File: src/verilog/fifo_consts.svh
`ifndef FIFO_CONSTS_SVH
`define FIFO_CONSTS_SVH

// -------------------
// fifo geometry
// -------------------

// bits per stored item
`define FIFO_W 4
// storage entries
`define FIFO_DEPTH 9
// max items moved per push or pop
`define FIFO_LANES 4

// -------------------
// front panel
// -------------------

// seven-segment digits on the board
`define SEG_DIGITS 8
// 2**16 cycles of stable key level
`define DEBOUNCE_BITS_DEF 16
// digit dwell time as a power of two
`define SCAN_BITS_DEF 14

`endif

File: src/verilog/fifo_pkg.sv
`default_nettype none

`include "fifo_consts.svh"

package fifo_pkg;

    // -------------------
    // plain vector types
    // -------------------

    // one stored item
    typedef logic [`FIFO_W-1:0] item_t;
    // all lanes side by side, lane 0 in the low bits
    typedef logic [`FIFO_LANES*`FIFO_W-1:0] lanes_t;
    // lane count 0..4
    typedef logic [$clog2(`FIFO_LANES+1)-1:0] lane_cnt_t;
    // fill level 0..9, also wide enough for an index
    typedef logic [$clog2(`FIFO_DEPTH+1)-1:0] occ_t;
    // one led per lane
    typedef logic [`FIFO_LANES-1:0] bar_t;
    // a is the msb, dot in bit 0
    typedef logic [7:0] seg_t;
    // one nibble per display digit
    typedef logic [`SEG_DIGITS*`FIFO_W-1:0] disp_word_t;

    // -------------------
    // bundles
    // -------------------

    // one operation request, step is a single-cycle strobe
    typedef struct packed {
        logic      step;
        lane_cnt_t n_push;
        lane_cnt_t n_pop;
    } fifo_req_t;

    // how much the fifo can take or give right now
    typedef struct packed {
        lane_cnt_t can_push;
        lane_cnt_t can_pop;
    } fifo_status_t;

    // key filter states
    typedef enum logic [1:0] {
        deb_idle,
        deb_settle,
        deb_held
    } deb_state_t;

endpackage

`default_nettype wire

File: src/verilog/key_debounce.sv
`timescale 1ns/10ps
`default_nettype none

module key_debounce #(
    parameter int debounce_bits = 16
) (
    input  wire logic inc_pop,
    input  wire logic rst_n,
    input  wire logic key_in,
    output logic      press
);
    import fifo_pkg::*;

    // two-flop synchronizer, bit 1 is the safe one
    logic [1:0]               sync_q;
    logic                     key_s;
    deb_state_t               state_q;
    // counts stable-high cycles while settling
    logic [debounce_bits-1:0] cnt_q;

    assign key_s = sync_q[1];

    always_ff @(posedge inc_pop) begin
        if (!rst_n) begin
            sync_q  <= '0;
            state_q <= deb_idle;
            cnt_q   <= '0;
            press   <= 1'b0;
        end else begin
            sync_q <= {sync_q[0], key_in};
            // pulse lasts one cycle only
            press  <= 1'b0;
            case (state_q)
                deb_idle: begin
                    // rising level starts a new stability window
                    if (key_s) begin
                        state_q <= deb_settle;
                        cnt_q   <= '0;
                    end
                end
                deb_settle: begin
                    if (!key_s) begin
                        // bounce, start over
                        state_q <= deb_idle;
                    end else if (&cnt_q) begin
                        // 2**debounce_bits high cycles seen
                        state_q <= deb_held;
                        press   <= 1'b1;
                    end else begin
                        cnt_q <= cnt_q + 1'b1;
                    end
                end
                deb_held: begin
                    // wait for release before arming again
                    if (!key_s) begin
                        state_q <= deb_idle;
                    end
                end
                default: begin
                    state_q <= deb_idle;
                end
            endcase
        end
    end

endmodule

`default_nettype wire

File: src/verilog/lane_counter.sv
`timescale 1ns/10ps
`default_nettype none

`include "fifo_consts.svh"

module lane_counter (
    input  wire logic           inc_pop,
    input  wire logic           rst_n,
    input  wire logic           advance,
    output fifo_pkg::lane_cnt_t count,
    output fifo_pkg::bar_t      bar
);
    import fifo_pkg::*;

    // top of the count range
    localparam lane_cnt_t max_cnt = lane_cnt_t'(`FIFO_LANES);

    logic at_max;

    assign at_max = (count == max_cnt);

    // -------------------
    // count, 0..4 then back to 0
    // -------------------

    always_ff @(posedge inc_pop) begin
        if (!rst_n) begin
            count <= '0;
        end else if (advance) begin
            if (at_max) begin
                count <= '0;
            end else begin
                count <= count + 1'b1;
            end
        end
    end

    // -------------------
    // thermometer bar
    // -------------------

    // k set bits for a count of k
    always_ff @(posedge inc_pop) begin
        if (!rst_n) begin
            bar <= '0;
        end else if (advance) begin
            if (at_max) begin
                // wrap clears the whole bar
                bar <= '0;
            end else begin
                bar <= {bar[`FIFO_LANES-2:0], 1'b1};
            end
        end
    end

endmodule

`default_nettype wire

File: src/verilog/multi_push_pop_fifo.sv
`timescale 1ns/10ps
`default_nettype none

`include "fifo_consts.svh"

module multi_push_pop_fifo (
    input  wire logic                  inc_pop,
    input  wire logic                  rst_n,
    input  wire fifo_pkg::fifo_req_t   req,
    input  wire fifo_pkg::lanes_t      push_data,
    output fifo_pkg::lanes_t           pop_data,
    output fifo_pkg::fifo_status_t     status
);
    import fifo_pkg::*;

    localparam occ_t depth_occ = occ_t'(`FIFO_DEPTH);
    localparam occ_t lanes_occ = occ_t'(`FIFO_LANES);

    // -------------------
    // helpers
    // -------------------

    // index plus lane offset, modulo depth
    function automatic occ_t wrap_idx(occ_t base, lane_cnt_t offs);
        occ_t sum;
        sum = base + occ_t'(offs);
        if (sum >= depth_occ) begin
            sum = sum - depth_occ;
        end
        return sum;
    endfunction

    // limit a fill figure to the lane count
    function automatic lane_cnt_t cap_lanes(occ_t n);
        if (n >= lanes_occ) begin
            return lane_cnt_t'(`FIFO_LANES);
        end
        return lane_cnt_t'(n);
    endfunction

    function automatic lane_cnt_t min_lanes(lane_cnt_t a, lane_cnt_t b);
        return (a < b) ? a : b;
    endfunction

    // -------------------
    // state
    // -------------------

    // storage, no reset, masked by occupancy on the way out
    item_t     mem [`FIFO_DEPTH];
    // oldest item
    occ_t      head_q;
    // next free slot
    occ_t      tail_q;
    occ_t      occ_q;

    occ_t      free_cnt;
    lane_cnt_t can_push;
    lane_cnt_t can_pop;
    // accepted lanes of this step
    lane_cnt_t push_acc;
    lane_cnt_t pop_acc;

    // limits come from the state before the step
    assign free_cnt = depth_occ - occ_q;
    assign can_push = cap_lanes(free_cnt);
    assign can_pop  = cap_lanes(occ_q);

    // over-requests are clamped, nothing stalls
    assign push_acc = req.step ? min_lanes(req.n_push, can_push) : '0;
    assign pop_acc  = req.step ? min_lanes(req.n_pop, can_pop) : '0;

    always_comb begin
        status.can_push = can_push;
        status.can_pop  = can_pop;
    end

    // -------------------
    // pointers and fill level
    // -------------------

    always_ff @(posedge inc_pop) begin
        if (!rst_n) begin
            head_q <= '0;
            tail_q <= '0;
            occ_q  <= '0;
        end else if (req.step) begin
            head_q <= wrap_idx(head_q, pop_acc);
            tail_q <= wrap_idx(tail_q, push_acc);
            // never over 9, push was bounded by free space
            occ_q  <= occ_q + occ_t'(push_acc) - occ_t'(pop_acc);
        end
    end

    // write accepted lanes from lane 0 upward at the tail
    always_ff @(posedge inc_pop) begin
        for (int i = 0; i < `FIFO_LANES; i++) begin
            if (lane_cnt_t'(i) < push_acc) begin
                mem[wrap_idx(tail_q, lane_cnt_t'(i))] <= push_data[i*`FIFO_W +: `FIFO_W];
            end
        end
    end

    // -------------------
    // read window
    // -------------------

    // lane 0 oldest, empty lanes read zero
    always_comb begin
        pop_data = '0;
        for (int i = 0; i < `FIFO_LANES; i++) begin
            if (occ_t'(i) < occ_q) begin
                pop_data[i*`FIFO_W +: `FIFO_W] = mem[wrap_idx(head_q, lane_cnt_t'(i))];
            end
        end
    end

endmodule

`default_nettype wire

File: src/verilog/seven_seg_scan.sv
`timescale 1ns/10ps
`default_nettype none

`include "fifo_consts.svh"

module seven_seg_scan #(
    parameter int scan_bits = 14
) (
    input  wire logic                 inc_pop,
    input  wire logic                 rst_n,
    input  wire fifo_pkg::disp_word_t number,
    output fifo_pkg::seg_t            abcdefgh,
    output logic [`SEG_DIGITS-1:0]    digit
);
    import fifo_pkg::*;

    // dwell divider
    logic [scan_bits-1:0] div_q;
    // nibble of the lit digit
    item_t                nibble;

    // -------------------
    // digit rotation
    // -------------------

    always_ff @(posedge inc_pop) begin
        if (!rst_n) begin
            div_q <= '0;
            // digit 0 lit first
            digit <= {{(`SEG_DIGITS-1){1'b0}}, 1'b1};
        end else begin
            div_q <= div_q + 1'b1;
            if (&div_q) begin
                digit <= {digit[`SEG_DIGITS-2:0], digit[`SEG_DIGITS-1]};
            end
        end
    end

    // one-hot enable picks nibble k for digit k
    always_comb begin
        nibble = '0;
        for (int k = 0; k < `SEG_DIGITS; k++) begin
            if (digit[k]) begin
                nibble = number[k*`FIFO_W +: `FIFO_W];
            end
        end
    end

    // -------------------
    // hex decode
    // -------------------

    // active high, dot always dark
    always_comb begin
        case (nibble)
            4'h0: abcdefgh = 8'b1111_1100;
            4'h1: abcdefgh = 8'b0110_0000;
            4'h2: abcdefgh = 8'b1101_1010;
            4'h3: abcdefgh = 8'b1111_0010;
            4'h4: abcdefgh = 8'b0110_0110;
            4'h5: abcdefgh = 8'b1011_0110;
            4'h6: abcdefgh = 8'b1011_1110;
            4'h7: abcdefgh = 8'b1110_0000;
            4'h8: abcdefgh = 8'b1111_1110;
            4'h9: abcdefgh = 8'b1111_0110;
            4'ha: abcdefgh = 8'b1110_1110;
            4'hb: abcdefgh = 8'b0011_1110;
            4'hc: abcdefgh = 8'b1001_1100;
            4'hd: abcdefgh = 8'b0111_1010;
            4'he: abcdefgh = 8'b1001_1110;
            default: abcdefgh = 8'b1000_1110;
        endcase
    end

endmodule

`default_nettype wire

File: src/verilog/fifo_lab_top.sv
`timescale 1ns/10ps
`default_nettype none

`include "fifo_consts.svh"

module fifo_lab_top #(
    parameter int debounce_bits = `DEBOUNCE_BITS_DEF,
    parameter int scan_bits     = `SCAN_BITS_DEF
) (
    input  wire logic                  inc_pop,
    input  wire logic                  rst_n,
    input  wire logic [2:0]            key,
    input  wire fifo_pkg::lanes_t      sw,
    output logic [11:0]                led,
    output fifo_pkg::seg_t             abcdefgh,
    output logic [`SEG_DIGITS-1:0]     digit,
    output fifo_pkg::lanes_t           pop_data,
    output fifo_pkg::fifo_status_t     status
);
    import fifo_pkg::*;

    // 0 pop count, 1 push count, 2 step
    logic [2:0] press;
    lane_cnt_t  pop_cnt;
    lane_cnt_t  push_cnt;
    bar_t       pop_bar;
    bar_t       push_bar;
    fifo_req_t  req;
    disp_word_t disp_word;

    // -------------------
    // keys
    // -------------------

    for (genvar k = 0; k < 3; k++) begin : gen_key
        key_debounce #(
            .debounce_bits(debounce_bits)
        ) key_i (
            .inc_pop(inc_pop),
            .rst_n  (rst_n),
            .key_in (key[k]),
            .press  (press[k])
        );
    end

    // -------------------
    // lane counters
    // -------------------

    lane_counter pop_cnt_i (
        .inc_pop(inc_pop),
        .rst_n  (rst_n),
        .advance(press[0]),
        .count  (pop_cnt),
        .bar    (pop_bar)
    );

    lane_counter push_cnt_i (
        .inc_pop(inc_pop),
        .rst_n  (rst_n),
        .advance(press[1]),
        .count  (push_cnt),
        .bar    (push_bar)
    );

    // pop bar straight, push bar mirrored so both grow toward the middle
    always_comb begin
        led      = '0;
        led[7:4] = pop_bar;
        for (int i = 0; i < `FIFO_LANES; i++) begin
            led[8+i] = push_bar[`FIFO_LANES-1-i];
        end
    end

    // -------------------
    // fifo
    // -------------------

    // step key is a plain one-cycle enable
    always_comb begin
        req.step   = press[2];
        req.n_push = push_cnt;
        req.n_pop  = pop_cnt;
    end

    multi_push_pop_fifo fifo_i (
        .inc_pop  (inc_pop),
        .rst_n    (rst_n),
        .req      (req),
        .push_data(sw),
        .pop_data (pop_data),
        .status   (status)
    );

    // -------------------
    // display
    // -------------------

    // upper four digits show switch items, lower four the fifo head
    assign disp_word = {sw, pop_data};

    seven_seg_scan #(
        .scan_bits(scan_bits)
    ) disp_i (
        .inc_pop (inc_pop),
        .rst_n   (rst_n),
        .number  (disp_word),
        .abcdefgh(abcdefgh),
        .digit   (digit)
    );

endmodule

`default_nettype wire

File: config.mk
export PLATFORM = sky130hd
export DESIGN_NAME = fifo_lab_top
export DESIGN_NICKNAME = d
export VERILOG_FILES = /design/src/verilog/fifo_pkg.sv /design/src/verilog/key_debounce.sv /design/src/verilog/lane_counter.sv /design/src/verilog/multi_push_pop_fifo.sv /design/src/verilog/seven_seg_scan.sv /design/src/verilog/fifo_lab_top.sv
export VERILOG_INCLUDE_DIRS = /design/src /design/src/verilog
export SDC_FILE = /design/constraint.sdc
export NUM_CORES = 1
export LEC_CHECK = 0
export BUFFER_PORTS_ARGS = -buffer_cell sky130_fd_sc_hd__buf_2
export CORE_MARGIN = 4
export CORE_UTILIZATION = 60
export CTS_CLUSTER_SIZE = 16
export DETAILED_ROUTE_END_ITERATION = 8
export GPL_ROUTABILITY_DRIVEN = 0
export HOLD_SLACK_MARGIN = 0.12
export PLACE_DENSITY = 0.88
export SLEW_MARGIN = 20
export SYNTH_ARGS = -nofsm -noshare
export SYNTH_HDL_FRONTEND = slang
export SYNTH_HIERARCHICAL = 1
export SYNTH_SLANG_ARGS = --single-unit
export TNS_END_PERCENT = 20
File: constraint.sdc
create_clock -name inc_pop -period 7.5 [get_ports inc_pop]
set_input_delay 1.5 -clock inc_pop [delete_from_list [all_inputs] [get_ports inc_pop]]
set_output_delay 1.5 -clock inc_pop [all_outputs]
set_load 0.005 [all_outputs]
==> out/summary.txt <==
H-tree Lvls -> 4
number of failing setup endpoints in the final timing report -> 0
fraction of final layout cells with drive strength greater than 1 -> 0.147
post-CTS clock slew at the launch and capture registers of the worst setup and hold paths -> 0.06 ns
area fraction in compound gates after synthesis -> 0.195
1st-pass router iterations -> 7
simple-gate portion of the synthesized area -> 0.254
die span in y -> 152 µm
CTS Buf Count -> 17
number of standard cells in the layout, taps in and fillers out -> 1732
final worst path period share -> 0.943
number of inserted diodes -> 0
XOR/XNOR Fraction of Synth Area -> 0.0277
relative contribution of the clock network to total power -> 0.487
Synth async-reset ratio -> 0
HPWL after detailed placement -> 23.8 mm
synthesized instance count -> 1440
standard-cell row count -> 52
IR Drop Worst-Case VDD -> 0.166 mV
worst clock skew on the final layout -> 0.0108 ns
max cap viols -> 0
initial cell density of the core -> 0.614
number of clock sinks seen by CTS -> 147
synthesized flop and latch total -> 147
Final nets -> 1528
DRC Markers -> 0
slew at the pin with the worst max-slew slack -> 1.07 ns
Area growth syn-to-layout -> 6.76%
type of element capturing the critical path -> primary output
DIE AREA -> 23200 µm²
Setup crit start kind -> flip-flop
die extent in x -> 152 µm
number of stages on the worst hold path -> 1
first-pass GRT wire length -> 54.6 mm
floorplan core area -> 20400 µm²
overall global routing resource usage -> 0.276
dominant combinational cell family by area after synthesis -> simple AND/OR/NAND/NOR gates
Worst Path Max Fanout -> 17
Lkg Pwr -> 5.25 nW
leading cell types by count after synthesis -> nand2_1 (148), dfxtp_1 (111), mux2i_1 (107)
Adder-Cell Fraction of Synth Area -> 0.0610
final number of hold-violating endpoints -> 0
headroom to the max-slew limit -> 0.280
post-route core utilization -> 0.656
antenna violations before repair -> 0
cell types with the largest area share after synthesis -> dfxtp_1 (18%), edfxtp_1 (8.6%), mux2i_1 (8.6%)
placed cells -> 1699
clock tree from TritonCTS -> built
Synth Cell Area -> 12500 µm²
IO Pins -> 71
Antenna Violating Nets Remaining -> 0
largest net degree at the start of global routing -> 48
path type of the worst min-delay path -> reg -> reg
Setup Crit Path Kind -> reg -> out
setup repair after global routing missed its margin -> false
total grt overflow -> 0
areal power density over the cells -> 130 nW/µm²
mean routed wirelength per cell -> 19.1 µm
Seq pwr share -> 0.472
max-slew violation count -> 0
sw power -> 0.395 mW
P_int -> 1.34 mW
mean post-synth cell area -> 8.69 µm²
1st-iter DRT viols -> 1250
worst endpoint required time -> 6.00 ns
Via Count -> 11700
post-synth top area cell -> dfxtp_1
total number of yosys warnings -> 6
most instantiated flip-flop cell in the synthesis netlist -> dfxtp_1
reg2reg path depth -> 20
CTS Root Buffer Type -> clkbuf_16
number of library cell types mapped by synthesis -> 103
Logic pwr share -> 0.042
total power of the final layout -> 1.73 mW
number of enable-type register cells in the synthesized netlist -> 36
sum of negative setup slack -> 0 ns
IO buf count -> 65
maximum clock path buffer count -> 2
total setup buffers inserted after CTS -> 0
outcome -> finished clean
share of synthesized area occupied by flip-flops and latches -> 0.264
via/cell ratio -> 6.74
area share of the largest cell type after synthesis -> 0.178
Sw Share -> 0.228
Period minus WS final -> 7.07 ns
wirelength, routed -> 33.1 mm
share of synthesized area spent on multiplexers -> 0.139
worst slack, placed -> 0.794 ns
cell with the most instances after synthesis -> nand2_1
latest clock arrival within the worst-skew pair -> 0.43 ns
critical path data arrival time -> 5.57 ns
worst setup margin -> 0.430 ns
number of global-route vias before repair -> 11100
timing-limited maximum frequency -> 141 MHz
## final timing paths
path / endpoint / slack, ns / start
worst max-delay path: abcdefgh[4] / 0.43 / fifo_i/head_q[2]
worst min-delay path: gen_key[1].key_i/sync_q[1] / 0.44 / gen_key[1].key_i/sync_q[0]
worst max register to register: fifo_i/tail_q[1] / 2.40 / fifo_i/occ_q[1]
worst min register to register: gen_key[1].key_i/sync_q[1] / 0.44 / gen_key[1].key_i/sync_q[0]
## power groups by stage
stage	Clock [mW]	Combinational (mW)	Sequential (mW)
floorplan	0	0.0437	0.833
global placement	0	0.0656	0.834
detailed placement	0	0.0680	0.834
CTS	0.854	0.0688	0.816
global route	0.889	0.0764	0.817
finish	0.842	0.0720	0.817
## cell type report
class | count | area, µm²
Inverter | 64 | 240
Clock buffer | 22 | 487
Timing Repair Buffer | 74 | 397
Tap cell | 270 | 338
Sequential cell | 147 | 3300
Fill cell | 1558 | 7010
Clock inverter | 10 | 96.3
Multi-Input combinational cell | 1145 | 8500
## worst max-delay path, stage by stage (launching register included)
cell      delay, ns
dfxtp_1        0.68
ha_1           0.42
nand2_1        0.15
xor2_2         0.23
nand2b_2       0.37
xnor2_2        0.57
mux2i_1        0.17
a221o_1        0.34
a211oi_1       0.29
a22oi_1        0.15
o21ai_1        0.18
a221oi_1       0.10
a21oi_1        0.43
inv_1          0.20
ha_1           0.28
mux2_1         0.29
mux2i_1        0.13
buf_2          0.13
## sequential cells by signal (all words and copies together) (netlist names)
name                   cells
pop_cnt_i/bar              4
disp_i/div_q              14
push_cnt_i/bar             4
fifo_i/tail_q              4
disp_i/digit               8
gen_key.key_i/press        3
gen_key.key_i/cnt_q       48
fifo_i/mem                36
gen_key.key_i/sync_q       6
push_cnt_i/count           3
fifo_i/head_q              4
gen_key.key_i/state_q      6
fifo_i/occ_q               4
pop_cnt_i/count            3
## cells in the final DEF (no fill, tap or decap), types with 24 or more instances in the layout
cell        n
o21ai_0    54
nand2b_1   27
edfxtp_1   36
dfxtp_1   111
nor2_1     55
o22ai_1    26
xnor2_1    24
inv_1      60
and2_1     40
nand2_1   148
buf_2      65
ha_1       53
mux2i_1   107
nand3_1    64
nor2b_1    30
a21oi_1    89
## stage by stage
stage               hold slack [ns]  cell area [µm²]
floorplan                     0.412            12500
CTS                           0.439            13300
global placement              0.415            12800
detailed placement            0.424            12800
global route                  0.455            13400
finish                        0.436            13400
## what timing repair did
action | 4_1_cts | 5_1_grt
gates resized for setup | 0 | 3
hold buffers | 0 | 0
setup endpoints to repair | 0 | 5
## cells by family (layout without fill, tap and decap cells)
| logic type | after synthesis | after routing |
|---|---|---|
| XOR/XNOR | 37 | 37 |
| adder cells (fa/ha/maj) | 58 | 58 |
| AND/OR/NAND/NOR | 545 | 545 |
| AO/OA/AOI/OAI | 357 | 357 |
| multiplexers | 143 | 143 |
| buffers and inverters | 151 | 170 |
| other | 2 | 5 |
| flip-flops | 147 | 147 |
## layer usage
layer,global-route usage,vias up,wire length [µm]
li1,-,5387,-
met1,0.336,5467,12800
met2,0.457,657,15600
met3,0.0571,171,2910
met4,0.157,0,1780
met5,0,-,0
(Power assumes the default switching activity.)
